`src/logic/mips_params.svh`:
```
// fixed MIPS32 widths and instruction field positions
// these are set by the ISA and are not meant to be changed
`ifndef MIPS_PARAMS_SVH
`define MIPS_PARAMS_SVH

`define MIPS_XLEN        32  // data word
`define MIPS_REG_COUNT   32  // architectural registers
`define MIPS_REG_ADDR_W  5
`define MIPS_SHAMT_W     5

// instruction word fields, msb/lsb pairs
`define MIPS_OP_MSB      31
`define MIPS_OP_LSB      26
`define MIPS_RS_MSB      25
`define MIPS_RS_LSB      21
`define MIPS_RT_MSB      20
`define MIPS_RT_LSB      16
`define MIPS_RD_MSB      15
`define MIPS_RD_LSB      11
`define MIPS_SHAMT_MSB   10
`define MIPS_SHAMT_LSB   6
`define MIPS_FUNCT_MSB   5
`define MIPS_FUNCT_LSB   0
`define MIPS_IMM_W       16  // imm field sits at the bottom of the word

`endif
```
`src/logic/mips_pkg.sv`:
```
// shared types for the core; widths come from mips_params.svh
// only the integer subset is encoded, everything else decodes as reserved
`include "mips_params.svh"

package mips_pkg;

   typedef enum logic [5:0] {
      OP_SPECIAL = 6'h00,  // R-type, look at funct
      OP_ADDI    = 6'h08,
      OP_ADDIU   = 6'h09,
      OP_SLTI    = 6'h0a,
      OP_SLTIU   = 6'h0b,
      OP_ANDI    = 6'h0c,
      OP_ORI     = 6'h0d,
      OP_XORI    = 6'h0e,
      OP_LUI     = 6'h0f
   } opcode_e;

   typedef enum logic [5:0] {
      FN_SLL = 6'h00, FN_SRL  = 6'h02, FN_SRA  = 6'h03,
      FN_SLLV = 6'h04, FN_SRLV = 6'h06, FN_SRAV = 6'h07,
      FN_SYSCALL = 6'h0c,
      FN_ADD = 6'h20, FN_ADDU = 6'h21, FN_SUB = 6'h22, FN_SUBU = 6'h23,
      FN_AND = 6'h24, FN_OR = 6'h25, FN_XOR = 6'h26, FN_NOR = 6'h27,
      FN_SLT = 6'h2a, FN_SLTU = 6'h2b
   } funct_e;

   typedef enum logic [3:0] {
      ALU_ADD, ALU_SUB, ALU_AND, ALU_OR, ALU_XOR, ALU_NOR, ALU_SLT, ALU_SLTU
   } alu_op_e;

   // encoding matches funct[2:0] of the shift group
   typedef enum logic [2:0] {
      SH_SLL = 3'd0, SH_SRL = 3'd2, SH_SRA = 3'd3,
      SH_SLLV = 3'd4, SH_SRLV = 3'd6, SH_SRAV = 3'd7
   } shift_op_e;

   typedef enum logic [1:0] {RES_ALU, RES_SHIFT, RES_LUI} result_src_e;

   typedef struct packed {
      alu_op_e                     alu_op;
      shift_op_e                   shift_op;
      result_src_e                 result_src;
      logic                        use_imm;     // op b is imm, not rt
      logic [`MIPS_XLEN-1:0]       imm;         // already extended
      logic [`MIPS_SHAMT_W-1:0]    shamt;
      logic [`MIPS_REG_ADDR_W-1:0] dest;        // rd or rt
      logic                        reg_we;
      logic                        is_syscall;
      logic                        is_reserved;
   } ctrl_t;

   typedef struct packed {
      logic [`MIPS_REG_ADDR_W-1:0] dest;
      logic [`MIPS_XLEN-1:0]       data;
      logic                        reg_we;
      logic                        reserved;    // unknown instruction
      logic                        syscall;
   } wb_t;

endpackage

```
`src/logic/mips_core.sv`:
```
// integer MIPS core, one instruction per accepted transfer
// no PC, no memory, no branches; instructions come in on a valid/ready stream
`timescale 1ns/1ps
`include "mips_params.svh"

module mips_core (
   input  logic                  clk,
   input  logic                  rst_b,
   input  logic                  in_valid,
   output logic                  in_ready,
   input  logic [`MIPS_XLEN-1:0] instr,
   output logic                  out_valid,
   input  logic                  out_ready,
   output mips_pkg::wb_t         wb,
   output logic                  halted
);
   import mips_pkg::*;

   ctrl_t                       ctrl;
   logic [`MIPS_XLEN-1:0]       rs_data;
   logic [`MIPS_XLEN-1:0]       rt_data;
   logic [`MIPS_XLEN-1:0]       alu_result;
   logic [`MIPS_XLEN-1:0]       shift_result;
   logic                        rf_we;
   logic [`MIPS_REG_ADDR_W-1:0] rf_waddr;
   logic [`MIPS_XLEN-1:0]       rf_wdata;

   mips_decode decode_i (.instr(instr), .ctrl(ctrl));

   // read addresses straight from the instruction word
   mips_regfile regfile_i (
      .clk(clk), .rst_b(rst_b),
      .raddr_a(instr[`MIPS_RS_MSB:`MIPS_RS_LSB]), .raddr_b(instr[`MIPS_RT_MSB:`MIPS_RT_LSB]),
      .rdata_a(rs_data), .rdata_b(rt_data),
      .we(rf_we), .waddr(rf_waddr), .wdata(rf_wdata));

   mips_alu alu_i (.rs_data(rs_data), .rt_data(rt_data), .ctrl(ctrl), .result(alu_result));

   mips_shifter shifter_i (.rs_data(rs_data), .rt_data(rt_data), .ctrl(ctrl),
      .result(shift_result));

   mips_retire retire_i (
      .clk(clk), .rst_b(rst_b), .in_valid(in_valid), .in_ready(in_ready), .ctrl(ctrl),
      .alu_result(alu_result), .shift_result(shift_result),
      .rf_we(rf_we), .rf_waddr(rf_waddr), .rf_wdata(rf_wdata),
      .out_valid(out_valid), .out_ready(out_ready), .wb(wb), .halted(halted));

endmodule

```
`src/logic/mips_retire.sv`:
```
// result mux, regfile write, one-deep output register and halt flag
// register write happens on the accepting edge, record shows up one cycle later
`timescale 1ns/1ps
`include "mips_params.svh"

module mips_retire (
   input  logic                        clk,
   input  logic                        rst_b,
   input  logic                        in_valid,
   output logic                        in_ready,
   input  mips_pkg::ctrl_t             ctrl,
   input  logic [`MIPS_XLEN-1:0]       alu_result,
   input  logic [`MIPS_XLEN-1:0]       shift_result,
   output logic                        rf_we,
   output logic [`MIPS_REG_ADDR_W-1:0] rf_waddr,
   output logic [`MIPS_XLEN-1:0]       rf_wdata,
   output logic                        out_valid,
   input  logic                        out_ready,
   output mips_pkg::wb_t               wb,
   output logic                        halted
);
   import mips_pkg::*;

   logic                  accept;
   logic [`MIPS_XLEN-1:0] lui_value;
   logic [`MIPS_XLEN-1:0] result;

   // imm arrives zero extended, move it to the upper half
   assign lui_value = {ctrl.imm[`MIPS_IMM_W-1:0], {(`MIPS_XLEN-`MIPS_IMM_W){1'b0}}};

   always_comb begin
      case (ctrl.result_src)
         RES_SHIFT: result = shift_result;
         RES_LUI:   result = lui_value;
         default:   result = alu_result;
      endcase
   end

   // room if slot empty or being drained this cycle
   assign in_ready = !halted && (!out_valid || out_ready);
   assign accept   = in_valid && in_ready;

   assign rf_we    = accept && ctrl.reg_we;   // regfile drops r0 itself
   assign rf_waddr = ctrl.dest;
   assign rf_wdata = result;

   always_ff @(posedge clk or negedge rst_b) begin
      if (!rst_b) begin
         out_valid <= 1'b0;
         halted    <= 1'b0;
      end else begin
         if (accept) begin
            out_valid <= 1'b1;
         end else if (out_ready) begin
            out_valid <= 1'b0;   // consumed, nothing new
         end
         if (accept && ctrl.is_syscall) begin
            halted <= 1'b1;      // sticky until reset
         end
      end
   end

   // payload only, qualified by out_valid
   always_ff @(posedge clk) begin
      if (accept) begin
         wb.dest     <= ctrl.dest;
         wb.data     <= result;
         wb.reg_we   <= ctrl.reg_we;
         wb.reserved <= ctrl.is_reserved;
         wb.syscall  <= ctrl.is_syscall;
      end
   end

endmodule

```
`src/logic/mips_shifter.sv`:
```
// shifts rt by shamt or by rs[4:0], combinational
`timescale 1ns/1ps
`include "mips_params.svh"

module mips_shifter (
   input  logic [`MIPS_XLEN-1:0] rs_data,
   input  logic [`MIPS_XLEN-1:0] rt_data,
   input  mips_pkg::ctrl_t       ctrl,
   output logic [`MIPS_XLEN-1:0] result
);
   import mips_pkg::*;

   logic                     variable;
   logic [`MIPS_SHAMT_W-1:0] amount;

   assign variable = (ctrl.shift_op == SH_SLLV) || (ctrl.shift_op == SH_SRLV) ||
                     (ctrl.shift_op == SH_SRAV);
   // only low 5 bits of rs count for the V forms
   assign amount = variable ? rs_data[`MIPS_SHAMT_W-1:0] : ctrl.shamt;

   always_comb begin
      case (ctrl.shift_op)
         SH_SLL, SH_SLLV: result = rt_data << amount;
         SH_SRL, SH_SRLV: result = rt_data >> amount;              // zero fill
         SH_SRA, SH_SRAV: result = $signed(rt_data) >>> amount;    // sign fill
         default:         result = rt_data;
      endcase
   end

endmodule

```
`src/logic/mips_alu.sv`:
```
// add/sub/logic/compare, combinational
// add and sub simply wrap, there is no overflow output
`timescale 1ns/1ps
`include "mips_params.svh"

module mips_alu (
   input  logic [`MIPS_XLEN-1:0] rs_data,
   input  logic [`MIPS_XLEN-1:0] rt_data,
   input  mips_pkg::ctrl_t       ctrl,
   output logic [`MIPS_XLEN-1:0] result
);
   import mips_pkg::*;

   logic [`MIPS_XLEN-1:0] op_b;
   logic                  lt_signed;
   logic                  lt_unsigned;

   assign op_b = ctrl.use_imm ? ctrl.imm : rt_data;  // imm forms replace rt

   // both compares always built, alu_op picks one
   assign lt_signed   = $signed(rs_data) < $signed(op_b);
   assign lt_unsigned = rs_data < op_b;

   always_comb begin
      case (ctrl.alu_op)
         ALU_ADD:  result = rs_data + op_b;
         ALU_SUB:  result = rs_data - op_b;
         ALU_AND:  result = rs_data & op_b;
         ALU_OR:   result = rs_data | op_b;
         ALU_XOR:  result = rs_data ^ op_b;
         ALU_NOR:  result = ~(rs_data | op_b);
         ALU_SLT:  result = {{(`MIPS_XLEN-1){1'b0}}, lt_signed};
         ALU_SLTU: result = {{(`MIPS_XLEN-1){1'b0}}, lt_unsigned};
         default:  result = '0;
      endcase
   end

endmodule

```
`src/logic/mips_regfile.sv`:
```
// 32 x 32 register file, combinational reads, write on rising clk
// r0 is hardwired to zero and swallows writes
`timescale 1ns/1ps
`include "mips_params.svh"

module mips_regfile (
   input  logic                        clk,
   input  logic                        rst_b,
   input  logic [`MIPS_REG_ADDR_W-1:0] raddr_a,
   input  logic [`MIPS_REG_ADDR_W-1:0] raddr_b,
   output logic [`MIPS_XLEN-1:0]       rdata_a,
   output logic [`MIPS_XLEN-1:0]       rdata_b,
   input  logic                        we,
   input  logic [`MIPS_REG_ADDR_W-1:0] waddr,
   input  logic [`MIPS_XLEN-1:0]       wdata
);

   logic [`MIPS_XLEN-1:0] regs [`MIPS_REG_COUNT];

   // architectural state, cleared so every register reads zero after reset
   always_ff @(posedge clk or negedge rst_b) begin
      if (!rst_b) begin
         for (int i = 0; i < `MIPS_REG_COUNT; i++) begin
            regs[i] <= '0;
         end
      end else if (we && (waddr != '0)) begin
         regs[waddr] <= wdata;   // r0 never written
      end
   end

   // read ports, r0 forced
   assign rdata_a = (raddr_a == '0) ? '0 : regs[raddr_a];
   assign rdata_b = (raddr_b == '0) ? '0 : regs[raddr_b];

endmodule

```
`src/logic/mips_decode.sv`:
```
// pure combinational decode, no state
// ADD/ADDI are decoded like ADDU/ADDIU since overflow traps are not kept
`timescale 1ns/1ps
`include "mips_params.svh"

module mips_decode (
   input  logic [`MIPS_XLEN-1:0] instr,
   output mips_pkg::ctrl_t       ctrl
);
   import mips_pkg::*;

   opcode_e                     opcode;
   funct_e                      funct;
   logic [`MIPS_IMM_W-1:0]      imm16;
   logic [`MIPS_REG_ADDR_W-1:0] rt;
   logic [`MIPS_REG_ADDR_W-1:0] rd;

   assign opcode = opcode_e'(instr[`MIPS_OP_MSB:`MIPS_OP_LSB]);
   assign funct  = funct_e'(instr[`MIPS_FUNCT_MSB:`MIPS_FUNCT_LSB]);
   assign imm16  = instr[`MIPS_IMM_W-1:0];
   assign rt     = instr[`MIPS_RT_MSB:`MIPS_RT_LSB];
   assign rd     = instr[`MIPS_RD_MSB:`MIPS_RD_LSB];

   always_comb begin
      ctrl            = '0;
      ctrl.alu_op     = ALU_ADD;
      ctrl.shift_op   = SH_SLL;
      ctrl.result_src = RES_ALU;
      ctrl.shamt      = instr[`MIPS_SHAMT_MSB:`MIPS_SHAMT_LSB];
      ctrl.imm        = {{(`MIPS_XLEN-`MIPS_IMM_W){imm16[`MIPS_IMM_W-1]}}, imm16};  // sext
      ctrl.dest       = rt;                 // immediate forms write rt
      ctrl.reg_we     = 1'b1;
      case (opcode)
         OP_SPECIAL: begin
            ctrl.dest = rd;
            case (funct)
               FN_ADD, FN_ADDU: ctrl.alu_op = ALU_ADD;   // no trap, wraps
               FN_SUB, FN_SUBU: ctrl.alu_op = ALU_SUB;
               FN_AND:          ctrl.alu_op = ALU_AND;
               FN_OR:           ctrl.alu_op = ALU_OR;
               FN_XOR:          ctrl.alu_op = ALU_XOR;
               FN_NOR:          ctrl.alu_op = ALU_NOR;
               FN_SLT:          ctrl.alu_op = ALU_SLT;
               FN_SLTU:         ctrl.alu_op = ALU_SLTU;
               FN_SLL, FN_SRL, FN_SRA, FN_SLLV, FN_SRLV, FN_SRAV: begin
                  ctrl.result_src = RES_SHIFT;
                  ctrl.shift_op   = shift_op_e'(funct[2:0]);  // same encoding
               end
               FN_SYSCALL: begin
                  ctrl.reg_we     = 1'b0;   // halt only, no write
                  ctrl.is_syscall = 1'b1;
               end
               default: begin
                  ctrl.reg_we      = 1'b0;
                  ctrl.is_reserved = 1'b1;
               end
            endcase
         end
         OP_ADDI, OP_ADDIU: ctrl.use_imm = 1'b1;
         OP_SLTI: begin
            ctrl.use_imm = 1'b1;
            ctrl.alu_op  = ALU_SLT;
         end
         OP_SLTIU: begin
            ctrl.use_imm = 1'b1;
            ctrl.alu_op  = ALU_SLTU;  // imm still sign extended, per ISA
         end
         OP_ANDI, OP_ORI, OP_XORI: begin
            ctrl.use_imm = 1'b1;
            ctrl.imm     = {{(`MIPS_XLEN-`MIPS_IMM_W){1'b0}}, imm16};  // logic ops zext
            ctrl.alu_op  = (opcode == OP_ANDI) ? ALU_AND :
                           (opcode == OP_ORI)  ? ALU_OR  : ALU_XOR;
         end
         OP_LUI: begin
            ctrl.imm        = {{(`MIPS_XLEN-`MIPS_IMM_W){1'b0}}, imm16};
            ctrl.result_src = RES_LUI;  // retire builds the upper half
         end
         default: begin
            ctrl.reg_we      = 1'b0;
            ctrl.is_reserved = 1'b1;
         end
      endcase
   end

endmodule

```
`config.mk`:
```
export PLATFORM = sky130hd
export DESIGN_NAME = mips_core
export DESIGN_NICKNAME = d
export VERILOG_FILES = /design/src/logic/mips_pkg.sv /design/src/logic/mips_core.sv /design/src/logic/mips_retire.sv /design/src/logic/mips_shifter.sv /design/src/logic/mips_alu.sv /design/src/logic/mips_regfile.sv /design/src/logic/mips_decode.sv
export VERILOG_INCLUDE_DIRS = /design/src /design/src/logic
export SDC_FILE = /design/constraint.sdc
export NUM_CORES = 2
export LEC_CHECK = 0
export ABC_CLOCK_PERIOD_IN_PS = 7800
export BUFFER_PORTS_ARGS = -buffer_cell sky130_fd_sc_hd__clkbuf_2
export CORE_ASPECT_RATIO = 1.25
export CORE_UTILIZATION = 55
export CTS_BUF_LIST = sky130_fd_sc_hd__clkbuf_16
export CTS_CLUSTER_DIAMETER = 120
export DETAILED_ROUTE_END_ITERATION = 6
export PLACE_DENSITY_LB_ADDON = 0.05
export SLEW_MARGIN = 10
export SYNTH_ARGS = -nofsm -noshare
export SYNTH_HDL_FRONTEND = slang
export SYNTH_HIERARCHICAL = 1
export SYNTH_SLANG_ARGS = --single-unit
```
`constraint.sdc`:
```
create_clock -name clk -period 7.8 [get_ports clk]
set_clock_uncertainty 0.2 [all_clocks]
set_input_delay 1.56 -clock clk [delete_from_list [all_inputs] [get_ports clk]]
set_output_delay 1.56 -clock clk [all_outputs]
set_load 0.01 [all_outputs]
```
==> impl_metrics.ini <==
[drt]
routed_wirelength_um = 263000
antenna_left = 0
vias_per_cell = 7.20
vias = 52600
drc_errors = 0
wl_per_cell_um = 35.9
first_pass_iters = 6
drt_iter0_drc = 6160

[synth]
synthTopCellsByCount = 1062 x mux2_2, 1026 x dfrtp_1, 460 x mux4_2
syn-num-nets = 5682
ys_seq_elements = 1066
ys_warn_count = 6
synth.distinct_cells = 107
synth_edf_count = 40
synthArstFlopShare_pct = 96.2
syn_area_um2 = 67700
yosys-top-cells-area = dfrtp_1 38%, mux2_2 18%, mux4_2 15%, mux2i_1 2.7%, ha_1 2.0%
synth_top_area_cell = dfrtp_1
yosysMostFrequentCell = mux2_2
synth_top_area_share_pct = 37.9
synth_ff_type = dfrtp_1
syn_area_per_cell_um2 = 12.2
yosysSeqAreaShare_pct = 39.7
netlist_instances = 5536

[clocking]
clock_latency_ns = 0.77
cts_setup_buffers = 0
htreeDepth = 3
root_buffer = clkbuf_16
cts_tree = done
cts.sinks = 1066
clk_path_buf_depth = 3
clkTransAtPathRegs_ns = 0.06
numCtsBuffers = 108
cts_resized = 0
postCtsHoldBufs = 0

[grt]
grt_max_degree = 166
first_global_vias = 53100
grt_overflow_total = 0
grtUsageTotal_pct = 42.2
grt_first_pass_wirelength_um = 378000
grt_antenna_before_repair = 17

[timing]
rsz0062_at_grt = false
tightest_slew_ns = 1.31
finalSetupViolations = 0
maxSlewHeadroom_pct = 12.3
period_needed_ns = 7.04
finalHoldViolCount = 0
max_freq_mhz = 142
tns_ns = 0
finalMaxSlewViolations = 0
fin_crit_sh_pct = 90.2
hold_slack_ns = 0.197

[run_status]
status = completed

[worst_setup_path]
cp-start-kind = input pin
worstPathMaxFanout = 34
crit_path_top_delay_cell = a311oi_1
cp.required_ns = 8.25
worstSetupEndpointType = register
worstSetupPathType = in -> reg
critPathMaxStageDelay_ns = 0.84
cp_data_arrival_time_ns = 7.49
path_cells = buf_8 -> buf_12 -> mux2i_1 -> a221oi_1 -> o21ai_0 -> a311oi_1 -> mux2i_1 -> ha_1 -> nand2b_1 -> nor3_1 -> o211ai_1 -> a211oi_1 -> o2111ai_1 -> a31oi_1 -> o22ai_1 -> xor2_1 -> o21ai_1 -> nand2_1 -> o21ai_2 -> buf_12 -> mux2_1

[floorplanning]
die_h_um = 394
die-area_um2 = 125000
core-area_um2 = 122000
start_util_pct = 55.6
die_w_um = 316
fp-row-count = 143
ios = 79

[power_and_ir_drop]
power_density_nw_per_um2 = 186
p_int_w = 0.00981
p_sw_w = 0.00436
pwr-share-comb_pct = 21.2
pwr-share-clk_pct = 37.3
sw_frac_of_total_pct = 30.8
ir_worst_vdd_mv = 0.288
p_leak_nw = 34.5
seqPwrFrac_pct = 41.4

[layout]
syn_to_final_growth_pct = 12.3
area.sequential_um2 = 26900
multi_input_comb_area_um2 = 37900
nets = 5768
drive_above_1_share_pct = 42.6
fillers = 9506

[place]
dp_hpwl_um = 176000
io_buffers = 78
gp_congestion = 1.06

[worst_hold_path]
hp-class = reg -> reg

[flow_run]
drv_cap = 0
[cell families (layout without fill, tap and decap cells)]
| group | Yosys count | count (layout) | synth area share [%] |
|---|---|---|---|
| xor+xnor | 30 | 30 | 0.388 |
| other cells | 1 | 3 | 0.00554 |
| simple gates | 736 | 736 | 5.30 |
| compound gates | 1118 | 1118 | 11.5 |
| buf+inv | 757 | 935 | 5.18 |
| mux | 1718 | 1718 | 35.9 |
| fa+ha+maj | 110 | 110 | 2.05 |
| flops | 1066 | 1066 | 39.7 |
[per-layer routing]
layer  vias to the layer above  track usage, %  routed length [µm]
li1                      21400               -                   -
met1                     27400            54.8               99600
met5                         -               0                 115
met4                        16            24.9               18400
met3                       900            8.93               23700
met2                      2938            65.2              121000
[worst max-delay path: cells and delay by family]
family	cells	cell delay, ns
compound gates	10	3.10
simple gates	3	0.53
mux	3	0.69
fa+ha+maj	1	0.49
xor+xnor	1	0.21
buf+inv	3	0.80
[area by class of cell]
type	instances	area share, %
Multi-Input combinational cell	3713	49.8
Sequential cell	1066	35.3
Timing Repair Buffer	614	6.99
Clock buffer	108	3.55
Tap cell	1595	2.62
Clock inverter	94	1.11
Inverter	119	0.594
Antenna cell	2	0.00658
[worst paths after layout]
| check | startpoint | end | slack [ns] | cells past startpoint |
|---|---|---|---|---|
| setup / recovery | instr[18] | regfile_i/regs[317]$_DFFE_PN0P_ | 0.76 | 21 |
| hold / removal | regfile_i/regs[1015]$_DFFE_PN0P_ | regfile_i/regs[1015]$_DFFE_PN0P_ | 0.20 | 0 |
| setup reg to reg | regfile_i/regs[288]$_DFFE_PN0P_ | regfile_i/regs[44]$_DFFE_PN0P_ | 1.85 | 22 |
| hold reg to reg | regfile_i/regs[1015]$_DFFE_PN0P_ | regfile_i/regs[1015]$_DFFE_PN0P_ | 0.20 | 0 |
| max in group asynchronous | rst_b | regfile_i/regs[74]$_DFFE_PN0P_ | 5.21 | 2 |
| min in group asynchronous | rst_b | regfile_i/regs[925]$_DFFE_PN0P_ | 0.68 | 1 |
[placed cells by master (no fill, tap or decap), types with 25 or more instances in the layout]
cell / count
mux2_2: 1062
dfrtp_1: 1026
buf_4: 469
mux4_2: 460
nand2_1: 214
o21ai_0: 212
mux2i_1: 181
a21oi_1: 158
nor2_1: 147
inv_1: 135
a22oi_1: 114
clkbuf_16: 108
ha_1: 107
a211oi_1: 105
nand3_1: 82
nor2b_1: 81
clkbuf_2: 71
buf_12: 67
a221oi_1: 63
o211ai_1: 61
a311oi_1: 49
edfxtp_1: 40
nor3_1: 39
o21ai_1: 29
o221ai_1: 27
a31oi_1: 26
o2111ai_1: 25
[stage by stage]
| step | cell area, µm² | power [W] | cells | setup WS (ns) | utilization, % |
|---|---|---|---|---|---|
| 6_report | 76100 | 0.0142 | 7311 | 0.762 | 62.4 |
| 2_1_floorplan | 67700 | 0.00754 | 5536 | 1.28 | - |
| 4_1_cts | 76100 | 0.0142 | 7309 | 0.948 | 62.4 |
| 5_1_grt | 76100 | 0.0146 | 7309 | 0.629 | 62.4 |
| 3_5_place_dp | 72500 | 0.00890 | 7107 | 0.185 | 59.5 |
| 3_3_place_gp | 72500 | 0.00888 | 7107 | 0.195 | 59.5 |
[state kept, by name (all words and copies together) (netlist names)]
register            cells
retire_i/wb            40
regfile_i/regs       1024
retire_i/out_valid      1
retire_i/halted         1
[power by group through the flow]
stage               clock network [W]  logic, W  registers [W]
floorplan                           0   0.00161        0.00593
global placement                    0   0.00292        0.00595
detailed placement                  0   0.00293        0.00596
CTS                           0.00536   0.00294        0.00586
global route                  0.00555   0.00315        0.00589
finish                        0.00529   0.00301        0.00587
Power figures use the tool's default switching activity.
